==> src/verilog/mem_hier_pkg.sv <==
package mem_hier_pkg;

	// Word and line geometry
	localparam int WORD_W         = 16;
	localparam int WORDS_PER_LINE = 4;
	localparam int LINE_W         = WORD_W * WORDS_PER_LINE;
	localparam int OFFSET_W       = $clog2(WORDS_PER_LINE);
	localparam int LINE_ADDR_W    = WORD_W - OFFSET_W;

	// Direct-mapped split of the line address
	localparam int INDEX_W   = 6;
	localparam int TAG_W     = LINE_ADDR_W - INDEX_W;
	localparam int NUM_LINES = 2 ** INDEX_W;

	// Backing store covers the whole address space
	localparam int MEM_LINES = 2 ** LINE_ADDR_W;

	// Word at address w powers up as w ^ MEM_INIT_XOR
	localparam logic [WORD_W-1:0] MEM_INIT_XOR = 16'hC3A5;

	typedef logic [WORD_W-1:0]      word_t;
	typedef logic [LINE_W-1:0]      line_t;
	typedef logic [LINE_ADDR_W-1:0] line_addr_t;
	typedef logic [TAG_W-1:0]       tag_t;
	typedef logic [INDEX_W-1:0]     index_t;
	typedef logic [OFFSET_W-1:0]    offset_t;

	// Controller to memory
	typedef struct packed {
		logic       write;
		line_addr_t addr;
		line_t      wdata;
	} mem_req_t;

	// Memory to controller
	typedef struct packed {
		line_t rdata;
	} mem_rsp_t;

endpackage

==> src/verilog/cache_controller.sv <==
module cache_controller (
	input  logic                   clk,
	input  logic                   i_rst_n,
	input  mem_hier_pkg::word_t    i_i_addr,
	input  logic                   i_i_hit,
	input  mem_hier_pkg::word_t    i_d_addr,
	input  logic                   i_d_re,
	input  logic                   i_d_we,
	input  logic                   i_d_hit,
	input  logic                   i_d_dirty,
	input  mem_hier_pkg::tag_t     i_d_tag,
	input  mem_hier_pkg::line_t    i_d_line,
	input  logic                   i_mem_ack,
	output logic                   o_i_fill,
	output logic                   o_d_fill,
	output logic                   o_d_word_we,
	output logic                   o_d_rdy,
	output logic                   o_mem_req,
	output mem_hier_pkg::mem_req_t o_mem_req_pkt
);
	import mem_hier_pkg::*;

	typedef enum logic [2:0] {
		S_IDLE,
		S_WB,
		S_FILL_D,
		S_FILL_I,
		S_WAIT_ACK_LOW
	} state_t;

	state_t state;
	state_t state_nxt;
	state_t ret_state;
	state_t ret_state_nxt;
	logic   d_strobe;
	logic   d_miss;
	logic   d_serve;
	index_t d_index;

	assign d_strobe = i_d_re | i_d_we;
	assign d_miss   = d_strobe & ~i_d_hit;
	assign d_index  = i_d_addr[OFFSET_W +: INDEX_W];

	// Hits are served whenever no transaction is driving the data cache
	assign d_serve = (state == S_IDLE) || (state == S_WAIT_ACK_LOW);

	assign o_d_rdy     = d_serve & d_strobe & i_d_hit;
	assign o_d_word_we = o_d_rdy & i_d_we;

	// Four-phase master holds req through the whole request state
	assign o_mem_req = (state == S_WB) || (state == S_FILL_D) || (state == S_FILL_I);

	// Line written at the ack edge
	assign o_d_fill = (state == S_FILL_D) & i_mem_ack;
	assign o_i_fill = (state == S_FILL_I) & i_mem_ack;

	always_comb begin
		o_mem_req_pkt.write = (state == S_WB);
		o_mem_req_pkt.wdata = i_d_line;
		case (state)
			// Victim lives at the request index under the stored tag
			S_WB:     o_mem_req_pkt.addr = {i_d_tag, d_index};
			S_FILL_I: o_mem_req_pkt.addr = i_i_addr[WORD_W-1:OFFSET_W];
			default:  o_mem_req_pkt.addr = i_d_addr[WORD_W-1:OFFSET_W];
		endcase
	end

	always_comb begin
		state_nxt     = state;
		ret_state_nxt = ret_state;
		case (state)
			S_IDLE: begin
				// Data side goes first
				if (d_miss) begin
					state_nxt = i_d_dirty ? S_WB : S_FILL_D;
				end else if (!i_i_hit) begin
					state_nxt = S_FILL_I;
				end
			end
			S_WB: begin
				if (i_mem_ack) begin
					state_nxt     = S_WAIT_ACK_LOW;
					ret_state_nxt = S_FILL_D;
				end
			end
			S_FILL_D, S_FILL_I: begin
				if (i_mem_ack) begin
					state_nxt     = S_WAIT_ACK_LOW;
					ret_state_nxt = S_IDLE;
				end
			end
			S_WAIT_ACK_LOW: begin
				// No new request until memory drops ack
				if (!i_mem_ack) begin
					state_nxt = ret_state;
				end
			end
			default: begin
				state_nxt = S_IDLE;
			end
		endcase
	end

	always_ff @(posedge clk or negedge i_rst_n) begin
		if (!i_rst_n) begin
			state     <= S_IDLE;
			ret_state <= S_IDLE;
		end else begin
			state     <= state_nxt;
			ret_state <= ret_state_nxt;
		end
	end

endmodule

==> config.mk <==
export PLATFORM = sky130hd
export DESIGN_NAME = cache_controller
export DESIGN_NICKNAME = d
export VERILOG_FILES = /design/src/verilog/mem_hier_pkg.sv /design/src/verilog/cache_controller.sv
export SDC_FILE = /design/constraint.sdc
export NUM_CORES = 1
export LEC_CHECK = 0
export ABC_CLOCK_PERIOD_IN_PS = 1600
export BUFFER_PORTS_ARGS = -buffer_cell sky130_fd_sc_hd__buf_2
export CORE_AREA = 5 5 72 74
export CTS_CLUSTER_DIAMETER = 120
export DETAILED_ROUTE_END_ITERATION = 7
export DIE_AREA = 0 0 77 79
export PLACE_DENSITY = 0.79
export RECOVER_POWER = 50
export SETUP_SLACK_MARGIN = 0.5
export SLEW_MARGIN = 20
export SYNTH_ARGS = -nofsm -noshare
export SYNTH_HDL_FRONTEND = slang
export SYNTH_SLANG_ARGS = --single-unit
export TNS_END_PERCENT = 100
==> constraint.sdc <==
create_clock -name clk -period 1.6 [get_ports clk]
set_input_delay 0.48 -clock clk [delete_from_list [all_inputs] [get_ports clk]]
set_output_delay 0.48 -clock clk [all_outputs]
set_load 0.005 [all_outputs]
After elaboration in Yosys (flattened, before gate mapping). Index checks and enable logic that the tools add are counted.

Output and inout port bits: 84. Bits in registers: 6.

Equality and inequality tests: 9. Reduce and logical (&&, ||, !) cells: 9. Bitwise gates (word level): 8. Multiplexer cells: 10.

Operators with widths (number): $pmux 14 s2 (1); $mux 3 (6); $pmux 3 s3 (1); $and 1x1->1 (6); $eq 3x2->1 const B (2); $ne 2x2->1 const B (3); $pmux 3 s2 (1); $reduce_and 3->1 (2); $eq 3x1->1 const B (1); $eq 3x3->1 const B (1); $logic_not 3->1 (1); $logic_or 1x1->1 (3); $ne 3x3->1 const B (1); $reduce_or 3->1 (1); $mux 2 (1); $ne 2x1->1 const B (1); $reduce_bool 2->1 (1); $reduce_or 2->1 (1); $not 1->1 (1); $or 1x1->1 (1).

Logic depth before layout (Yosys ltp).
Word-level depth: 5. Mapped depth: 6.

Least setup slack after synthesis. Ideal clock, no wire load.

Kind: register -> output. From: register state[2]. To: output port o_mem_req_pkt[73] (netlist bit). Arrival: 1.111 ns. Data required time: 1.120 ns. Cell stages (with the launch flop): 6. Setup slack: 0.009 ns. Cells stage by stage: dfrtp_1 -> clkbuf_2 -> nand2b_1 -> buf_2 -> buf_6 -> o21ai_0.

RTL lines: from (decl) (line cache_controller.sv:31) `state_t state;`; from (signal assigned) (line cache_controller.sv:109) `state <= state_nxt;`; to (decl) (line cache_controller.sv:19) `output mem_hier_pkg::mem_req_t o_mem_req_pkt`.

==> results.md <==
- The synthesized instance count is between 100 and 150.
- The number of buffers created by CTS is 3.
- Clock tree synthesis found a total of 4 sinks.
- Traced cell by cell, the critical path runs through nor2b_4 -> nand2_4 -> mux2_2 -> buf_2.
- In this design, the stage delay of the slowest critical-path cell is approximately 0.37 ns.
- In this run the vertical extent of the chip is roughly 79 microns.
- Once layout is done, the placed cells without fillers occupy about 1100 sq um.
- In this run the tightest slew margin relative to its limit is a little under nine tenths.
- The netlist uses 22 different library cells.
- The largest fanout on the critical path is 6.
- The number of levels in the clock H-tree is 1.
- The pin count of the biggest net entering global routing is 19.
- The synthesized netlist devotes under 10% of its cell area to compound gates.
- The leftover overflow at the end of global routing is 0.
- The final worst-path cycle share is 111%.
- The checks that failed: negative setup slack.
- The required arrival time at the worst endpoint is 1.12 ns.
- The part of the total power dissipated in combinational logic is approximately 74%.
- Clock-pin slew was measured on the worst setup and hold paths at ~0.03 ns.
- The top cell types in the final layout, fill and taps aside, are buf_2 (59), nand2_1 (12), mux2i_1 (8).
- After clock tree synthesis, the flow added hold-fix buffers numbering 0.
- Summed over all nets, the switching power comes to roughly 650 uW.
- The top achievable clock speed is 563 MHz.
- STA classifies the critical path startpoint as a flop.
- In this run the mean area of a mapped cell was 7.44 sq um.
- For this design the static power due to leakage is slightly below 0.6 nW.
- The library cell used as clock root buffer is clkbuf_8.
- The fraction of power consumed by sequential logic is approximately 13%.
- The total count of max-transition violations in the final report is 0.
- The post-detailed-placement cell area is approximately 940 sq um.
- For this run, the number of Yosys warnings is 0.
- The type of the most critical hold path is input pin to asynchronous set/reset pin.
- After filler insertion, the fill cell instance count of the layout stands at between 500 and 600.
- Counting flops and latches in the post-synthesis netlist gives 4.
- Summed over all nets, the half-perimeter wirelength after detailed placement is ~2.1 mm.
- The detailed-routing iteration count for the pre-antenna-repair pass is 3.
- The initial core utilization is 22.0%.
- The total wire length is 2.69 mm.
- The average routed wire per standard cell is about 14 microns.
- The share of layout cells above drive strength 1 is 62.9%.
- Relative to the synthesized area, the layout overhead comes to 9.29%.
- The transition at the pin with the smallest max-transition slack is about 0.22 ns.
- The multiplexer share of the synthesized area is roughly 16%.
- Setup repair after global routing could not meet its margin everywhere.
- The basic-gate share of the synthesized area counting and, or, nand and nor cells is about 14%.
- VDD sags by at most approximately 0.48 mV.
- Dividing the detail-routed via count by the number of cells gives 4.22.
- The fraction of synthesized cell area in xor and xnor cells is 0%.
- The post-route total power is roughly 1.6 mW.
- The final route contains around 830 vias.
- After Yosys synthesis, full adders, half adders and majority gates account for 0% of the synthesized area.
- For this run, design rule violations remaining after detail routing come to 0.
- The count of input and output buffers is 63.
- When the netlist entered floorplanning its net count stood at roughly 250.
- The detailed router finished its first iteration with 5 violations.
- The max-cap violation count is 0.
- The library cell used most frequently in the layout, excluding fill and tap cells, is buf_2.
- Dividing total power by cell area gives a power density of ~1500 nW/um^2.
- The via count of the first global-routing pass is around 870.
- The count of nets left with antenna violations once routing finished came out at 0.
- The final setup TNS is -2.36 ns.
- The final critical-path required period is about 1.8 ns.
- The clock network fraction of design power is 13.6%.
- The hold violation count in the final report is 0.
- The global-route wire length before repair is between 4 and 5 mm.
- 196 I/O pins were placed.
- The internal portion of the total power is approximately 970 uW.
- Row generation in the floorplan step produced 25 rows.
- STA puts the critical path data arrival time at between 1 and 1.5 ns.
- For this design, the slowest cell found on the critical path is dfrtp_1.
- The total inserted antenna cells is 0.
- The endpoint type of the worst setup path is an output pin.
- The initial antenna violation count is 0.
- The global placement routability congestion is 0.669.
- The worst setup path is of the flop to output pin kind.
- TritonCTS built the clock tree.
- The floorplan step defined a die boundary enclosing around 6000 sq um.
- The combined global-route utilization of all metal layers is under 10%.
- The dominant combinational cell family by area after synthesis is buffers and inverters.
- The setup slack of the critical path after layout is -0.177 ns.
- At the later pin of the worst-skew pair, clock insertion delay measures between 0.2 and 0.25 ns.
- The run finished, with violations left.
- The summed instance area of the synthesized netlist is roughly 1000 sq um.
- The number of buffers on the longest clock path is 2.
- The switching share of power is 40.3%.
- The critical path's top delay family is flip-flops.
- The number of setup violations in the final report is 20.
- The number of buffer and inverter stages on the critical path is 1.
- The worst setup timing slack at the placement stage is between 0.03 and 0.04 ns.
- The share of the Yosys chip area taken by registers is approximately a tenth.
- The die span in x is approximately 77 microns.
- At the end of the flow, the number of nets in the layout was roughly 260.
- After floorplanning, the core was sized to cover 4540 sq um.
- The clock skew is between 0.003 and 0.004 ns.
-- cell type report --
class	instances	area (sq um)	area share, %
tap	54	67.6	6.20
clock buffer	4	45.0	4.13
inverter	3	11.3	1.03
timing repair buffer	73	428	39.3
multi-input combinational	59	437	40.1
sequential	4	101	9.30
-- timing repair --
action / in CTS / in global routing
buffers inserted: 5 / 0
gates resized for setup: 8 / 5
pin swaps: 3 / 0
endpoints found under the setup margin: 24 / 24
-- power by group through the flow --
| stage | combinational, mW | sequential [mW] | clock (mW) |
|---|---|---|---|
| finish | 1.19 | 0.208 | 0.221 |
| global route | 1.32 | 0.215 | 0.233 |
| CTS | 1.18 | 0.208 | 0.225 |
| detailed placement | 0.986 | 0.214 | 0 |
| global placement | 0.960 | 0.209 | 0 |
| floorplan | 0.756 | 0.206 | 0 |
-- worst reg2reg max path: stages, from the launching register on --
cell     delay [ns]
dfrtp_1        0.37
buf_4          0.21
nor2_4         0.17
buf_4          0.15
mux2i_4        0.25
o22ai_1        0.10
a31oi_1        0.15
-- final timing paths --
check	from	slack, ns	depth (start not counted)	to
max in group asynchronous	i_rst_n	1.33	1	state[0]
min in group clk	i_i_hit	0.50	2	state[1]
setup / recovery	state[1]	-0.18	4	o_mem_req_pkt[64]
setup reg to reg	state[1]	0.12	6	state[0]
hold reg to reg	ret_state[1]	0.57	2	ret_state[1]
hold / removal	i_rst_n	0.08	1	state[1]
-- cell usage after synthesis --
master    count  area share [%]
dfrtp_1       4              10
clkbuf_2      1            0.50
mux2_2        6             6.8
mux2i_1       9             9.0
and3b_2       1             1.0
o22ai_1       1            0.63
nor2b_4       1             1.4
and2_1        1            0.63
a21oi_1       2             1.0
o21ai_0      11             5.5
nand2b_1      1            0.63
o221ai_1      1            0.88
and3_1        2             1.3
nand4_1       1            0.63
nand2_1      13             4.9
buf_4        64              48
buf_6         1             1.1
inv_1         3             1.1
nor3_1        1            0.50
nor2_1        7             2.6
a31oi_1       1            0.63
buf_2         2             1.0
-- stage by stage --
step | hold slack (ns) | util (%) | cells
floorplan | 0.184 | - | 134
global placement | 0.285 | 20.8 | 188
detailed placement | 0.286 | 20.8 | 188
CTS | 0.0590 | 23.5 | 197
global route | 0.110 | 24.0 | 197
finish | 0.0806 | 24.0 | 197
-- registers in the layout, indices dropped and copies added (netlist names) --
name	flops
ret_state	1
state	3
-- cell families (layout without fill, tap and decap cells) --
kind of cell / after synthesis / in the layout
buffers and inverters: 71 / 80
and+or+nand+nor: 28 / 28
AOI/OAI and AO/OA: 16 / 16
muxes: 15 / 15
DFF: 4 / 4
-- per-layer routing --
layer | vias to the layer above | part of all wire, % | track usage, % | wire length (microns)
met3 | 22 | 14 | 3.40 | 380
met5 | - | 0 | 0 | 0
met4 | 0 | 3.4 | 5.67 | 92
met2 | 63 | 51 | 14.9 | 1360
li1 | 393 | - | - | -
met1 | 354 | 32 | 6.79 | 855
No activity file was read; power rests on OpenSTA's default activity.
